## src/core_pkg.sv

```systemverilog
`default_nettype none

package core_pkg;

	localparam int XLEN = 32; // Data and register width
	localparam int IMEM_AW = 8; // Instruction word address
	localparam int REG_AW = 4; // 16 registers

	// Instruction field positions
	localparam int OPC_LSB = 28;
	localparam int RD_LSB = 24; // Destination
	localparam int RN_LSB = 20; // First source
	localparam int RM_LSB = 16; // Second source
	localparam int IMM_W = 16; // Immediate in the low bits

	typedef enum logic [3:0] {
		OP_NOP = 4'd0,
		OP_ADD = 4'd1,
		OP_SUB = 4'd2,
		OP_AND = 4'd3,
		OP_ORR = 4'd4,
		OP_EOR = 4'd5,
		OP_MOVI = 4'd6, // Zero-extended immediate
		OP_ADDI = 4'd7, // rn plus sign-extended immediate
		OP_CMP = 4'd8, // Sets zero flag only
		OP_B = 4'd9, // pc + 1 + simm
		OP_BEQ = 4'd10, // Taken on zero flag
		OP_HALT = 4'd15
	} opcode_t;

endpackage

`default_nettype wire

```

## src/core.sv

```systemverilog
`default_nettype none

module core (
	input wire clk,
	input wire arst_n,
	input wire imem_wait,
	input wire [core_pkg::XLEN-1:0] imem_data,
	output logic imem_req,
	output logic [core_pkg::IMEM_AW-1:0] imem_addr,
	output logic rf_write,
	output logic [core_pkg::REG_AW-1:0] rf_write_reg,
	output logic [core_pkg::XLEN-1:0] rf_write_data,
	output logic halted
);
	import core_pkg::*;

	logic bubble_1a;
	logic [XLEN-1:0] insn_1a;
	logic [IMEM_AW-1:0] pc_1a;
	logic stall_0a; // Issue holds fetch
	logic bubble_2a;
	logic [REG_AW-1:0] rf_read_0_1a;
	logic [REG_AW-1:0] rf_read_1_1a;
	logic [XLEN-1:0] rf_rdata_0_1a;
	logic [XLEN-1:0] rf_rdata_1_1a;
	opcode_t opc_2a;
	logic [REG_AW-1:0] rd_2a;
	logic [XLEN-1:0] op0_2a;
	logic [XLEN-1:0] op1_2a;
	logic [IMM_W-1:0] imm_2a;
	logic [IMEM_AW-1:0] pc_2a;
	logic pend_valid_2a;
	logic [REG_AW-1:0] pend_reg_2a;
	logic jmp_2a; // Taken branch, flushes 1a
	logic [IMEM_AW-1:0] jmppc_2a;
	logic halt_2a;

	fetch fetch_inst (
		.clk(clk), .arst_n(arst_n), .imem_wait(imem_wait), .imem_data(imem_data),
		.stall_0a(stall_0a), .jmp_2a(jmp_2a), .jmppc_2a(jmppc_2a), .halt_2a(halt_2a),
		.imem_req(imem_req), .imem_addr(imem_addr),
		.bubble_1a(bubble_1a), .insn_1a(insn_1a), .pc_1a(pc_1a)
	);

	issue issue_inst (
		.clk(clk), .arst_n(arst_n), .bubble_1a(bubble_1a), .insn_1a(insn_1a),
		.pend_valid_2a(pend_valid_2a), .pend_reg_2a(pend_reg_2a), .jmp_2a(jmp_2a),
		.stall_0a(stall_0a), .bubble_2a(bubble_2a)
	);

	regfile regfile_inst (
		.clk(clk), .arst_n(arst_n),
		.rf_read_0_1a(rf_read_0_1a), .rf_read_1_1a(rf_read_1_1a),
		.rf_write(rf_write), .rf_write_reg(rf_write_reg), .rf_write_data(rf_write_data),
		.rf_rdata_0_1a(rf_rdata_0_1a), .rf_rdata_1_1a(rf_rdata_1_1a)
	);

	decode decode_inst (
		.clk(clk), .insn_1a(insn_1a), .pc_1a(pc_1a), .stall_0a(stall_0a),
		.rf_rdata_0_1a(rf_rdata_0_1a), .rf_rdata_1_1a(rf_rdata_1_1a),
		.rf_read_0_1a(rf_read_0_1a), .rf_read_1_1a(rf_read_1_1a),
		.opc_2a(opc_2a), .rd_2a(rd_2a), .op0_2a(op0_2a), .op1_2a(op1_2a),
		.imm_2a(imm_2a), .pc_2a(pc_2a)
	);

	execute execute_inst (
		.clk(clk), .arst_n(arst_n), .bubble_2a(bubble_2a), .opc_2a(opc_2a),
		.rd_2a(rd_2a), .op0_2a(op0_2a), .op1_2a(op1_2a), .imm_2a(imm_2a), .pc_2a(pc_2a),
		.pend_valid_2a(pend_valid_2a), .pend_reg_2a(pend_reg_2a),
		.jmp_2a(jmp_2a), .jmppc_2a(jmppc_2a), .halt_2a(halt_2a),
		.rf_write(rf_write), .rf_write_reg(rf_write_reg), .rf_write_data(rf_write_data),
		.halted(halted)
	);

endmodule

`default_nettype wire

```

## src/decode.sv

```systemverilog
`default_nettype none

module decode (
	input wire clk,
	input wire [core_pkg::XLEN-1:0] insn_1a,
	input wire [core_pkg::IMEM_AW-1:0] pc_1a,
	input wire stall_0a,
	input wire [core_pkg::XLEN-1:0] rf_rdata_0_1a,
	input wire [core_pkg::XLEN-1:0] rf_rdata_1_1a,
	output logic [core_pkg::REG_AW-1:0] rf_read_0_1a,
	output logic [core_pkg::REG_AW-1:0] rf_read_1_1a,
	output core_pkg::opcode_t opc_2a,
	output logic [core_pkg::REG_AW-1:0] rd_2a,
	output logic [core_pkg::XLEN-1:0] op0_2a,
	output logic [core_pkg::XLEN-1:0] op1_2a,
	output logic [core_pkg::IMM_W-1:0] imm_2a,
	output logic [core_pkg::IMEM_AW-1:0] pc_2a
);
	import core_pkg::*;

	opcode_t opc_1a;
	logic [REG_AW-1:0] rd_1a;
	logic [IMM_W-1:0] imm_1a;

	// Fixed fields, no format decoding needed
	assign opc_1a = opcode_t'(insn_1a[OPC_LSB +: $bits(opcode_t)]);
	assign rd_1a = insn_1a[RD_LSB +: REG_AW];
	assign imm_1a = insn_1a[IMM_W-1:0];

	// Sources always read, issue decides which ones matter
	assign rf_read_0_1a = insn_1a[RN_LSB +: REG_AW];
	assign rf_read_1_1a = insn_1a[RM_LSB +: REG_AW];

	// Pipeline register into execute, valid comes from issue
	always_ff @(posedge clk) begin
		if (!stall_0a) begin
			opc_2a <= opc_1a;
			rd_2a <= rd_1a;
			op0_2a <= rf_rdata_0_1a; // rn value, write-through included
			op1_2a <= rf_rdata_1_1a; // rm value
			imm_2a <= imm_1a;
			pc_2a <= pc_1a; // Base for branch target
		end
	end

endmodule

`default_nettype wire

```

## src/execute.sv

```systemverilog
`default_nettype none

module execute (
	input wire clk,
	input wire arst_n,
	input wire bubble_2a,
	input core_pkg::opcode_t opc_2a,
	input wire [core_pkg::REG_AW-1:0] rd_2a,
	input wire [core_pkg::XLEN-1:0] op0_2a,
	input wire [core_pkg::XLEN-1:0] op1_2a,
	input wire [core_pkg::IMM_W-1:0] imm_2a,
	input wire [core_pkg::IMEM_AW-1:0] pc_2a,
	output logic pend_valid_2a,
	output logic [core_pkg::REG_AW-1:0] pend_reg_2a,
	output logic jmp_2a,
	output logic [core_pkg::IMEM_AW-1:0] jmppc_2a,
	output logic halt_2a,
	output logic rf_write,
	output logic [core_pkg::REG_AW-1:0] rf_write_reg,
	output logic [core_pkg::XLEN-1:0] rf_write_data,
	output logic halted
);
	import core_pkg::*;

	logic valid_2a; // Real instruction, not squashed by halt
	logic [XLEN-1:0] imm_sext;
	logic [XLEN-1:0] imm_zext;
	logic [XLEN-1:0] result_2a;
	logic writes_2a; // Opcode produces a register result
	logic zflag; // Set by the last CMP

	assign valid_2a = !bubble_2a && !halted; // Nothing after HALT takes effect
	assign imm_sext = {{(XLEN - IMM_W){imm_2a[IMM_W-1]}}, imm_2a};
	assign imm_zext = {{(XLEN - IMM_W){1'b0}}, imm_2a};

	always_comb begin
		writes_2a = 1'b1;
		result_2a = '0;
		case (opc_2a)
			OP_ADD: result_2a = op0_2a + op1_2a;
			OP_SUB: result_2a = op0_2a - op1_2a;
			OP_AND: result_2a = op0_2a & op1_2a;
			OP_ORR: result_2a = op0_2a | op1_2a;
			OP_EOR: result_2a = op0_2a ^ op1_2a;
			OP_MOVI: result_2a = imm_zext;
			OP_ADDI: result_2a = op0_2a + imm_sext; // Negative immediates allowed
			default: writes_2a = 1'b0; // CMP, branches, HALT, NOP
		endcase
	end

	// Destination still in flight, issue compares against it
	assign pend_valid_2a = valid_2a && writes_2a;
	assign pend_reg_2a = rd_2a;

	assign jmp_2a = valid_2a && ((opc_2a == OP_B) || ((opc_2a == OP_BEQ) && zflag));
	assign jmppc_2a = pc_2a + IMEM_AW'(1) + imm_2a[IMEM_AW-1:0]; // Wraps in word space
	assign halt_2a = valid_2a && (opc_2a == OP_HALT);

	always_ff @(posedge clk or negedge arst_n) begin
		if (!arst_n) begin
			zflag <= 1'b0;
			rf_write <= 1'b0;
			halted <= 1'b0;
		end else begin
			if (valid_2a && (opc_2a == OP_CMP))
				zflag <= (op0_2a == op1_2a); // Seen by a BEQ right behind
			rf_write <= pend_valid_2a; // Retire strobe in 3a
			if (halt_2a)
				halted <= 1'b1; // Sticky until reset
		end
	end

	// Retire payload, qualified by rf_write
	always_ff @(posedge clk) begin
		rf_write_reg <= rd_2a;
		rf_write_data <= result_2a;
	end

endmodule

`default_nettype wire

```

## src/fetch.sv

```systemverilog
`default_nettype none

module fetch (
	input wire clk,
	input wire arst_n,
	input wire imem_wait,
	input wire [core_pkg::XLEN-1:0] imem_data,
	input wire stall_0a,
	input wire jmp_2a,
	input wire [core_pkg::IMEM_AW-1:0] jmppc_2a,
	input wire halt_2a,
	output logic imem_req,
	output logic [core_pkg::IMEM_AW-1:0] imem_addr,
	output logic bubble_1a,
	output logic [core_pkg::XLEN-1:0] insn_1a,
	output logic [core_pkg::IMEM_AW-1:0] pc_1a
);
	import core_pkg::*;

	logic [IMEM_AW-1:0] pc; // Address of the current request
	logic run_q; // Cleared once HALT reaches execute
	logic req_q; // Data of an accepted request arrives this cycle
	logic [IMEM_AW-1:0] req_pc; // Address of that request
	logic hold_q; // 1a word parked across a stall
	logic [XLEN-1:0] hold_insn;
	logic [IMEM_AW-1:0] hold_pc;
	logic accept_0a;

	assign imem_req = run_q && !halt_2a;
	assign imem_addr = pc;
	assign accept_0a = imem_req && !imem_wait && !stall_0a && !jmp_2a; // Flush or stall drops it

	assign insn_1a = hold_q ? hold_insn : imem_data;
	assign pc_1a = hold_q ? hold_pc : req_pc;
	assign bubble_1a = !(hold_q || req_q); // Wait or flush leaves a hole

	always_ff @(posedge clk or negedge arst_n) begin
		if (!arst_n) begin
			pc <= '0;
			run_q <= 1'b1;
			req_q <= 1'b0;
			hold_q <= 1'b0;
		end else if (jmp_2a) begin
			pc <= jmppc_2a; // Redirect, next request at target
			req_q <= 1'b0; // Discard word in flight
			hold_q <= 1'b0;
		end else begin
			if (halt_2a)
				run_q <= 1'b0;
			if (accept_0a)
				pc <= pc + IMEM_AW'(1);
			req_q <= accept_0a;
			hold_q <= stall_0a; // Keep the 1a word while issue holds it
		end
	end

	always_ff @(posedge clk) begin
		if (accept_0a)
			req_pc <= pc;
		if (stall_0a) begin
			hold_insn <= insn_1a;
			hold_pc <= pc_1a;
		end
	end

endmodule

`default_nettype wire

```

## src/issue.sv

```systemverilog
`default_nettype none

module issue (
	input wire clk,
	input wire arst_n,
	input wire bubble_1a,
	input wire [core_pkg::XLEN-1:0] insn_1a,
	input wire pend_valid_2a,
	input wire [core_pkg::REG_AW-1:0] pend_reg_2a,
	input wire jmp_2a,
	output logic stall_0a,
	output logic bubble_2a
);
	import core_pkg::*;

	opcode_t opc_1a;
	logic [REG_AW-1:0] rn_1a;
	logic [REG_AW-1:0] rm_1a;
	logic use_rn; // Opcode reads the first source
	logic use_rm; // Opcode reads the second source
	logic hit_rn;
	logic hit_rm;

	assign opc_1a = opcode_t'(insn_1a[OPC_LSB +: $bits(opcode_t)]);
	assign rn_1a = insn_1a[RN_LSB +: REG_AW];
	assign rm_1a = insn_1a[RM_LSB +: REG_AW];

	always_comb begin
		use_rn = 1'b0;
		use_rm = 1'b0;
		case (opc_1a)
			OP_ADD, OP_SUB, OP_AND, OP_ORR, OP_EOR, OP_CMP: begin
				use_rn = 1'b1; // Register-register forms
				use_rm = 1'b1;
			end
			OP_ADDI: use_rn = 1'b1;
			default: ; // MOVI, branches, HALT and NOP read nothing
		endcase
	end

	assign hit_rn = use_rn && (rn_1a == pend_reg_2a);
	assign hit_rm = use_rm && (rm_1a == pend_reg_2a);

	// One cycle is enough, the result is written through next cycle
	assign stall_0a = !bubble_1a && pend_valid_2a && (hit_rn || hit_rm);

	always_ff @(posedge clk or negedge arst_n) begin
		if (!arst_n)
			bubble_2a <= 1'b1;
		else
			bubble_2a <= bubble_1a || stall_0a || jmp_2a; // Bubble on hole, stall or flush
	end

endmodule

`default_nettype wire

```

## src/regfile.sv

```systemverilog
`default_nettype none

module regfile (
	input wire clk,
	input wire arst_n,
	input wire [core_pkg::REG_AW-1:0] rf_read_0_1a,
	input wire [core_pkg::REG_AW-1:0] rf_read_1_1a,
	input wire rf_write,
	input wire [core_pkg::REG_AW-1:0] rf_write_reg,
	input wire [core_pkg::XLEN-1:0] rf_write_data,
	output logic [core_pkg::XLEN-1:0] rf_rdata_0_1a,
	output logic [core_pkg::XLEN-1:0] rf_rdata_1_1a
);
	import core_pkg::*;

	logic [XLEN-1:0] regs [1 << REG_AW];

	// Read with bypass of the write retiring this cycle
	function automatic logic [XLEN-1:0] read_port(input logic [REG_AW-1:0] num);
		if (rf_write && (rf_write_reg == num))
			return rf_write_data;
		return regs[num];
	endfunction

	assign rf_rdata_0_1a = read_port(rf_read_0_1a);
	assign rf_rdata_1_1a = read_port(rf_read_1_1a);

	always_ff @(posedge clk or negedge arst_n) begin
		if (!arst_n) begin
			for (int i = 0; i < (1 << REG_AW); i++)
				regs[i] <= '0; // All registers start at zero
		end else if (rf_write) begin
			regs[rf_write_reg] <= rf_write_data;
		end
	end

endmodule

`default_nettype wire

```

## config.mk

```make
export PLATFORM = sky130hd
export DESIGN_NAME = core
export DESIGN_NICKNAME = d
export VERILOG_FILES = /design/src/core_pkg.sv /design/src/core.sv /design/src/decode.sv /design/src/execute.sv /design/src/fetch.sv /design/src/issue.sv /design/src/regfile.sv
export SDC_FILE = /design/constraint.sdc
export NUM_CORES = 2
export LEC_CHECK = 0
export BUFFER_PORTS_ARGS = -buffer_cell sky130_fd_sc_hd__buf_4
export CORE_MARGIN = 5
export CORE_UTILIZATION = 35
export DETAILED_ROUTE_END_ITERATION = 16
export HOLD_SLACK_MARGIN = 0.08
export PLACE_DENSITY_LB_ADDON = 0.12
export RECOVER_POWER = 25
export SYNTH_ARGS = -nofsm -noshare
export SYNTH_HDL_FRONTEND = slang
export SYNTH_SLANG_ARGS = --single-unit
```

## constraint.sdc

```tcl
create_clock -name clk -period 10.4 [get_ports clk]
set_clock_uncertainty 0.2 [all_clocks]
set_input_delay 1.04 -clock clk [delete_from_list [all_inputs] [get_ports clk]]
set_output_delay 1.04 -clock clk [all_outputs]
set_load 0.005 [all_outputs]
```

* Word-level counts from Yosys, hierarchy flattened *
Cells that the tools add are included.

word-level totals
  flip-flop bits (word level) = 707
  output and inout bits = 47
  word-level logic and storage cells = 134

cells by class
  add/subtract/negate cells = 6
  magnitude comparators = 4
  eq/ne operators = 23
  multiplexer cells = 25
  bitwise gates (word level) = 7
  reductions and logical operators = 34

operators with widths
  kind                   number
  $bwmux W512            1
  $mux W32               10
  $bmux W32 S4           2
  $pmux W32 S7           1
  $demux W32 S4          1
  $add A32 B32 Y32       2
  $and A32 B32 Y32       1
  $eq A32 B32 Y1         1
  $or A32 B32 Y32        1
  $sub A32 B32 Y32       1
  $xor A32 B32 Y32       1
  $eq A4 B3 Y1 const B   7
  $mux W8                3
  $eq A4 B4 Y1 const B   5
  $logic_and A1 B1 Y1    17
  $add A8 B1 Y8 const B  2
  $eq A4 B2 Y1 const B   4
  $eq A4 B4 Y1           4
  $ge A5 B5 Y1 const B   3
  $not A4 Y5             3
  $reduce_or A7 Y1       2
  $add A8 B8 Y8          1
  $eq A4 B1 Y1 const B   2
  $logic_not A1 Y1       7
  7 further kinds        17

* Depth between registers and ports, before layout *
  word-level depth = 12
  gate-level depth with buffers = 17
  depth with buffers taken out = 15

* Hierarchy *
From an unflattened synthesis, not the netlist that was laid out.

second synthesis, totals
  cells, all modules = 2984
  area, all modules = 39942.1 µm²

by module, submodules not included
  module   times used  cells each  area an instance (µm²)
  regfile  1           1753        27283.7
  execute  1           950         7016.7
  decode   1           105         2946.6
  fetch    1           152         2509.9
  issue    1           24          185.2

* Worst setup path after synthesis *
Ideal clock, no wire load.

  path type = input port to flip-flop
  from = input imem_data[16] (netlist bit)
  to = register decode_inst.imm_2a[0] (netlist bit), enable pin
  setup time = 0.665 ns
  arrival = 4.106 ns
  data required time = 9.535 ns
  path slack = 5.429 ns
  stages = 6
  buffers on the path = 0
  path through = mux2i_2 -> xnor2_1 -> nor4_1 -> o21ai_1 -> a21oi_4 -> inv_1

on the way
  cells in the longest elaborated chain, start to end = 5

RTL lines
  element                   RTL line      source
  start: declaration        core.sv:7     input wire [core_pkg::XLEN-1:0] imem_data,
  $mux W32                  fetch.sv:33   assign insn_1a = hold_q ? hold_insn : imem_data;
  $eq A4 B4 Y1              issue.sv:42   assign hit_rm = use_rm && (rm_1a == pend_reg_2a);
  $logic_and A1 B1 Y1       issue.sv:42
  $logic_or A1 B1 Y1        issue.sv:45   assign stall_0a = !bubble_1a && pend_valid_2a && (hit_rn || hit_rm);
  $logic_and A1 B1 Y1       issue.sv:45
  via decode_inst.stall_0a  decode.sv:7   input wire stall_0a,
  end signal: assignment    decode.sv:41  imm_2a <= imm_1a;
  end: declaration          decode.sv:16  output logic [core_pkg::IMM_W-1:0] imm_2a,

The timed path passes the listed nets, and every way through them passes these cells.
A chain may end at the register's enable or synchronous reset.

==> metrics.md <==
| Metric | Value |
|---|---|
| Crit-path max FO | `78` |
| Drt drc | `0` |
| Row count | `126` |
| Critical path class | `primary input to async pin` |
| Setup TNS | `0 ns` |
| Leakage | `20.1 nW` |
| Setup slack after layout | `4.27 ns` |
| Largest register FFs | `512` |
| Top-Level Pins | `82` |
| Max-Cap Viols | `1` |
| Fin. Hold Viols | `0` |
| Share of layout cells above drive strength 1 | `20.3%` |
| Final core utilization | `39.4%` |
| Worst Path Required | `10.85 ns` |
| Mapped cell area | `41600 um^2` |
| First-pass GRT wire length | `223000 um` |
| Clock sinks | `707` |
| Synthesized flop and latch total | `707` |
| Grt total ovfl | `0` |
| VDD IR-drop max | `0.000118 V` |
| Clk slew on worst S/H paths | `0.06 ns` |
| Syn_area_per_cell | `9.53 um^2` |
| HP Class | `flop to flop` |
| Clock Path Buffers | `3` |
| Vias per cell | `5.76` |
| Vias post-DR | `33820` |
| # nets final | `4439` |
| Post-place setup slack | `4.93 ns` |
| Power Dens Cells | `158 nW/um^2` |
| Top cells by area, synth | `dfrtp_1 (32%), mux2_2 (14%), edfxtp_1 (10%), nand2_1 (10%), ha_1 (4.1%)` |
| Ys async rst share | `74.5%` |
| Hold Buf Count CTS | `0` |
| CP arrival | `6.57 ns` |
| Vias in the first global route | `33485` |
| Most used DFF post-synth | `dfrtp_1` |
| Yosys warns | `0` |
| Fin crit share | `58.9%` |
| Setup Viol. Count Final | `0` |
| DRT Wirelength | `147000 um` |
| Max_slew headroom | `-241%` |
| Core Region | `118000 um^2` |
| CP startpoint kind | `primary input` |
| CP Capture Type | `async pin` |
| Full die area | `126000 um^2` |
| Pins Over Slew Limit | `79` |
| Root Buffer Master | `clkbuf_16` |
| Total Power | `7.35 mW` |
| Max Freq | `163 MHz` |
| Post-synthesis sequential area ratio | `43.9%` |
| Number of port buffers | `81` |
| Cell taking the most area after synthesis | `dfrtp_1` |
| Post-CTS Resized | `0` |
| Post-Syn Instances | `4363` |
| Initial cell density of the core | `35.2%` |
| Iteration-0 DRC Markers | `3140` |
| CTS tree | `done` |
| Worst-margin pin slew | `5.12 ns` |
| Setup bufs post-CTS | `0` |
| Syn nets | `4538` |
| Die X | `355 um` |
| Unrepaired setup endpoints after global routing | `no` |
| Hold slack | `0.234 ns` |
| CTS H-tree lvls | `3` |
| Post-route minimum period | `6.13 ns` |
| Detail Route Antenna Nets | `0` |
| Initial antenna violation count | `1` |
| Synth cell types | `90` |
| Routed wire per std cell | `25.1 um` |
| Die span in y | `355 um` |
| Status | `finished, violations left` |
| Top cell type's share of synthesized area | `31.6%` |
| Failing checks | `capacitance limit, slew limit` |
| Area growth syn-to-layout | `12.0%` |
| DRT Pass-1 Iters | `6` |
| Clock buffer count from CTS | `87` |
| Post-synth EDFFs | `144` |
| Gpl congestion | `0.865` |
| Total track usage | `22.9%` |
| Post-DP HPWL | `84200 um` |
| Largest net degree at the start of global routing | `144` |
| Filler cell count | `11592` |
| Clk Latency, worst-skew pair | `0.66 ns` |
| Largest Register | `regfile_inst.regs` |
-- power breakdown --
part / switching, mW / internal, mW / leakage, nW
registers: 0.167 / 2.91 / 9.09
clock network: 1.26 / 1.96 / 1.48
logic: 0.676 / 0.370 / 9.56
total: 2.10 / 5.24 / 20.1
-- metal layers --
layer | global-route usage, % | vias up | share of wire, %
met4 | 7.02 | 0 | 2.7
met5 | 0 | - | 0
met1 | 32.1 | 17155 | 46
met3 | 2.96 | 221 | 5.4
met2 | 37.0 | 1076 | 46
li1 | - | 15368 | -
-- cells in the mapped netlist, drive strengths merged, types with 4 or more instances --
cell type and count:
o21bai 13, a31oi 73, or4 6, o22ai 4
and3 135, a22oi 11, o21ai 59, xor2 22
o21a 7, or2 5, clkbuf 267, o221ai 13
ha 137, mux2i 16, o211ai 17, mux2 557
nand2b 11, dfrtp 525, a311oi 194, nand3b 7
edfxtp 144, nand2 1122, a31o 4, buf 86
nor2 78, a21o 83, a211oi 71, a211o 4
inv 114, or3 13, o31ai 9, a221oi 20
nor2b 11, nor4 16, nand4 15, xnor2 47
nor3 16, nand3 272, dfxtp 36, a21oi 84
-- cells by family (layout without fill, tap and decap cells) --
family | count (synthesis) | after routing | share of synthesized area, %
adders and majority gates | 140 | 140 | 4.27
muxes | 573 | 573 | 15.6
other | 0 | 1 | 0
and+or+nand+nor | 1719 | 1719 | 18.0
buffers and inverters | 467 | 437 | 4.48
xor gates and xnor gates | 69 | 69 | 1.45
AOI/OAI and AO/OA | 688 | 688 | 12.3
DFF | 707 | 707 | 43.9
-- worst paths after layout --
kind	cells after the start	endpoint	start	slack, ns
max in group clk	10	decode_inst.op1_2a[14]	fetch_inst.hold_q	5.37
min in group asynchronous	1	regfile_inst.regs[103]	arst_n	2.03
hold reg to reg	0	execute_inst.rf_write_reg[2]	decode_inst.rd_2a[2]	0.23
setup reg to reg	10	decode_inst.op1_2a[14]	fetch_inst.hold_q	5.37
setup / recovery	3	regfile_inst.regs[173]	arst_n	4.27
hold / removal	0	execute_inst.rf_write_reg[2]	decode_inst.rd_2a[2]	0.23
-- layout by cell type, fill, tap and decap left out, types with 68 or more instances in the layout --
| master | Yosys | layout |
|---|---|---|
| a21oi_1 | 82 | 82 |
| clkbuf_16 | 0 | 92 |
| a311oi_1 | 194 | 194 |
| mux2_2 | 515 | 515 |
| and3_1 | 135 | 135 |
| a31oi_1 | 73 | 73 |
| nand3_1 | 272 | 271 |
| a211oi_1 | 70 | 69 |
| nor2_1 | 78 | 68 |
| dfrtp_1 | 525 | 524 |
| a21o_1 | 83 | 83 |
| inv_1 | 109 | 107 |
| ha_1 | 137 | 137 |
| buf_4 | 1 | 159 |
| edfxtp_1 | 144 | 144 |
| nand2_1 | 1122 | 1121 |
-- final cells by class --
cell class / count / area (um^2) / area share [%]
clock buffers: 130 / 2660 / 5.70
diodes: 1 / 2.50 / 0.00538
well taps: 1536 / 1920 / 4.13
multi-input cells: 3189 / 21600 / 46.5
clock inverters: 28 / 367 / 0.788
flip-flops and latches: 707 / 18200 / 39.2
repair buffers: 165 / 1280 / 2.75
inverters: 114 / 455 / 0.978
-- stage by stage --
step / cells / instance area, um^2
floorplan: 4363 / 41600
global placement: 5711 / 43500
detailed placement: 5711 / 43500
CTS: 5869 / 46600
global route: 5869 / 46500
finish: 5870 / 46600
-- critical path, stage by stage --
cell      delay (ns)
clkbuf_1        3.51
buf_4           1.09
buf_4           0.80
No activity file was read; power rests on OpenSTA's default activity.
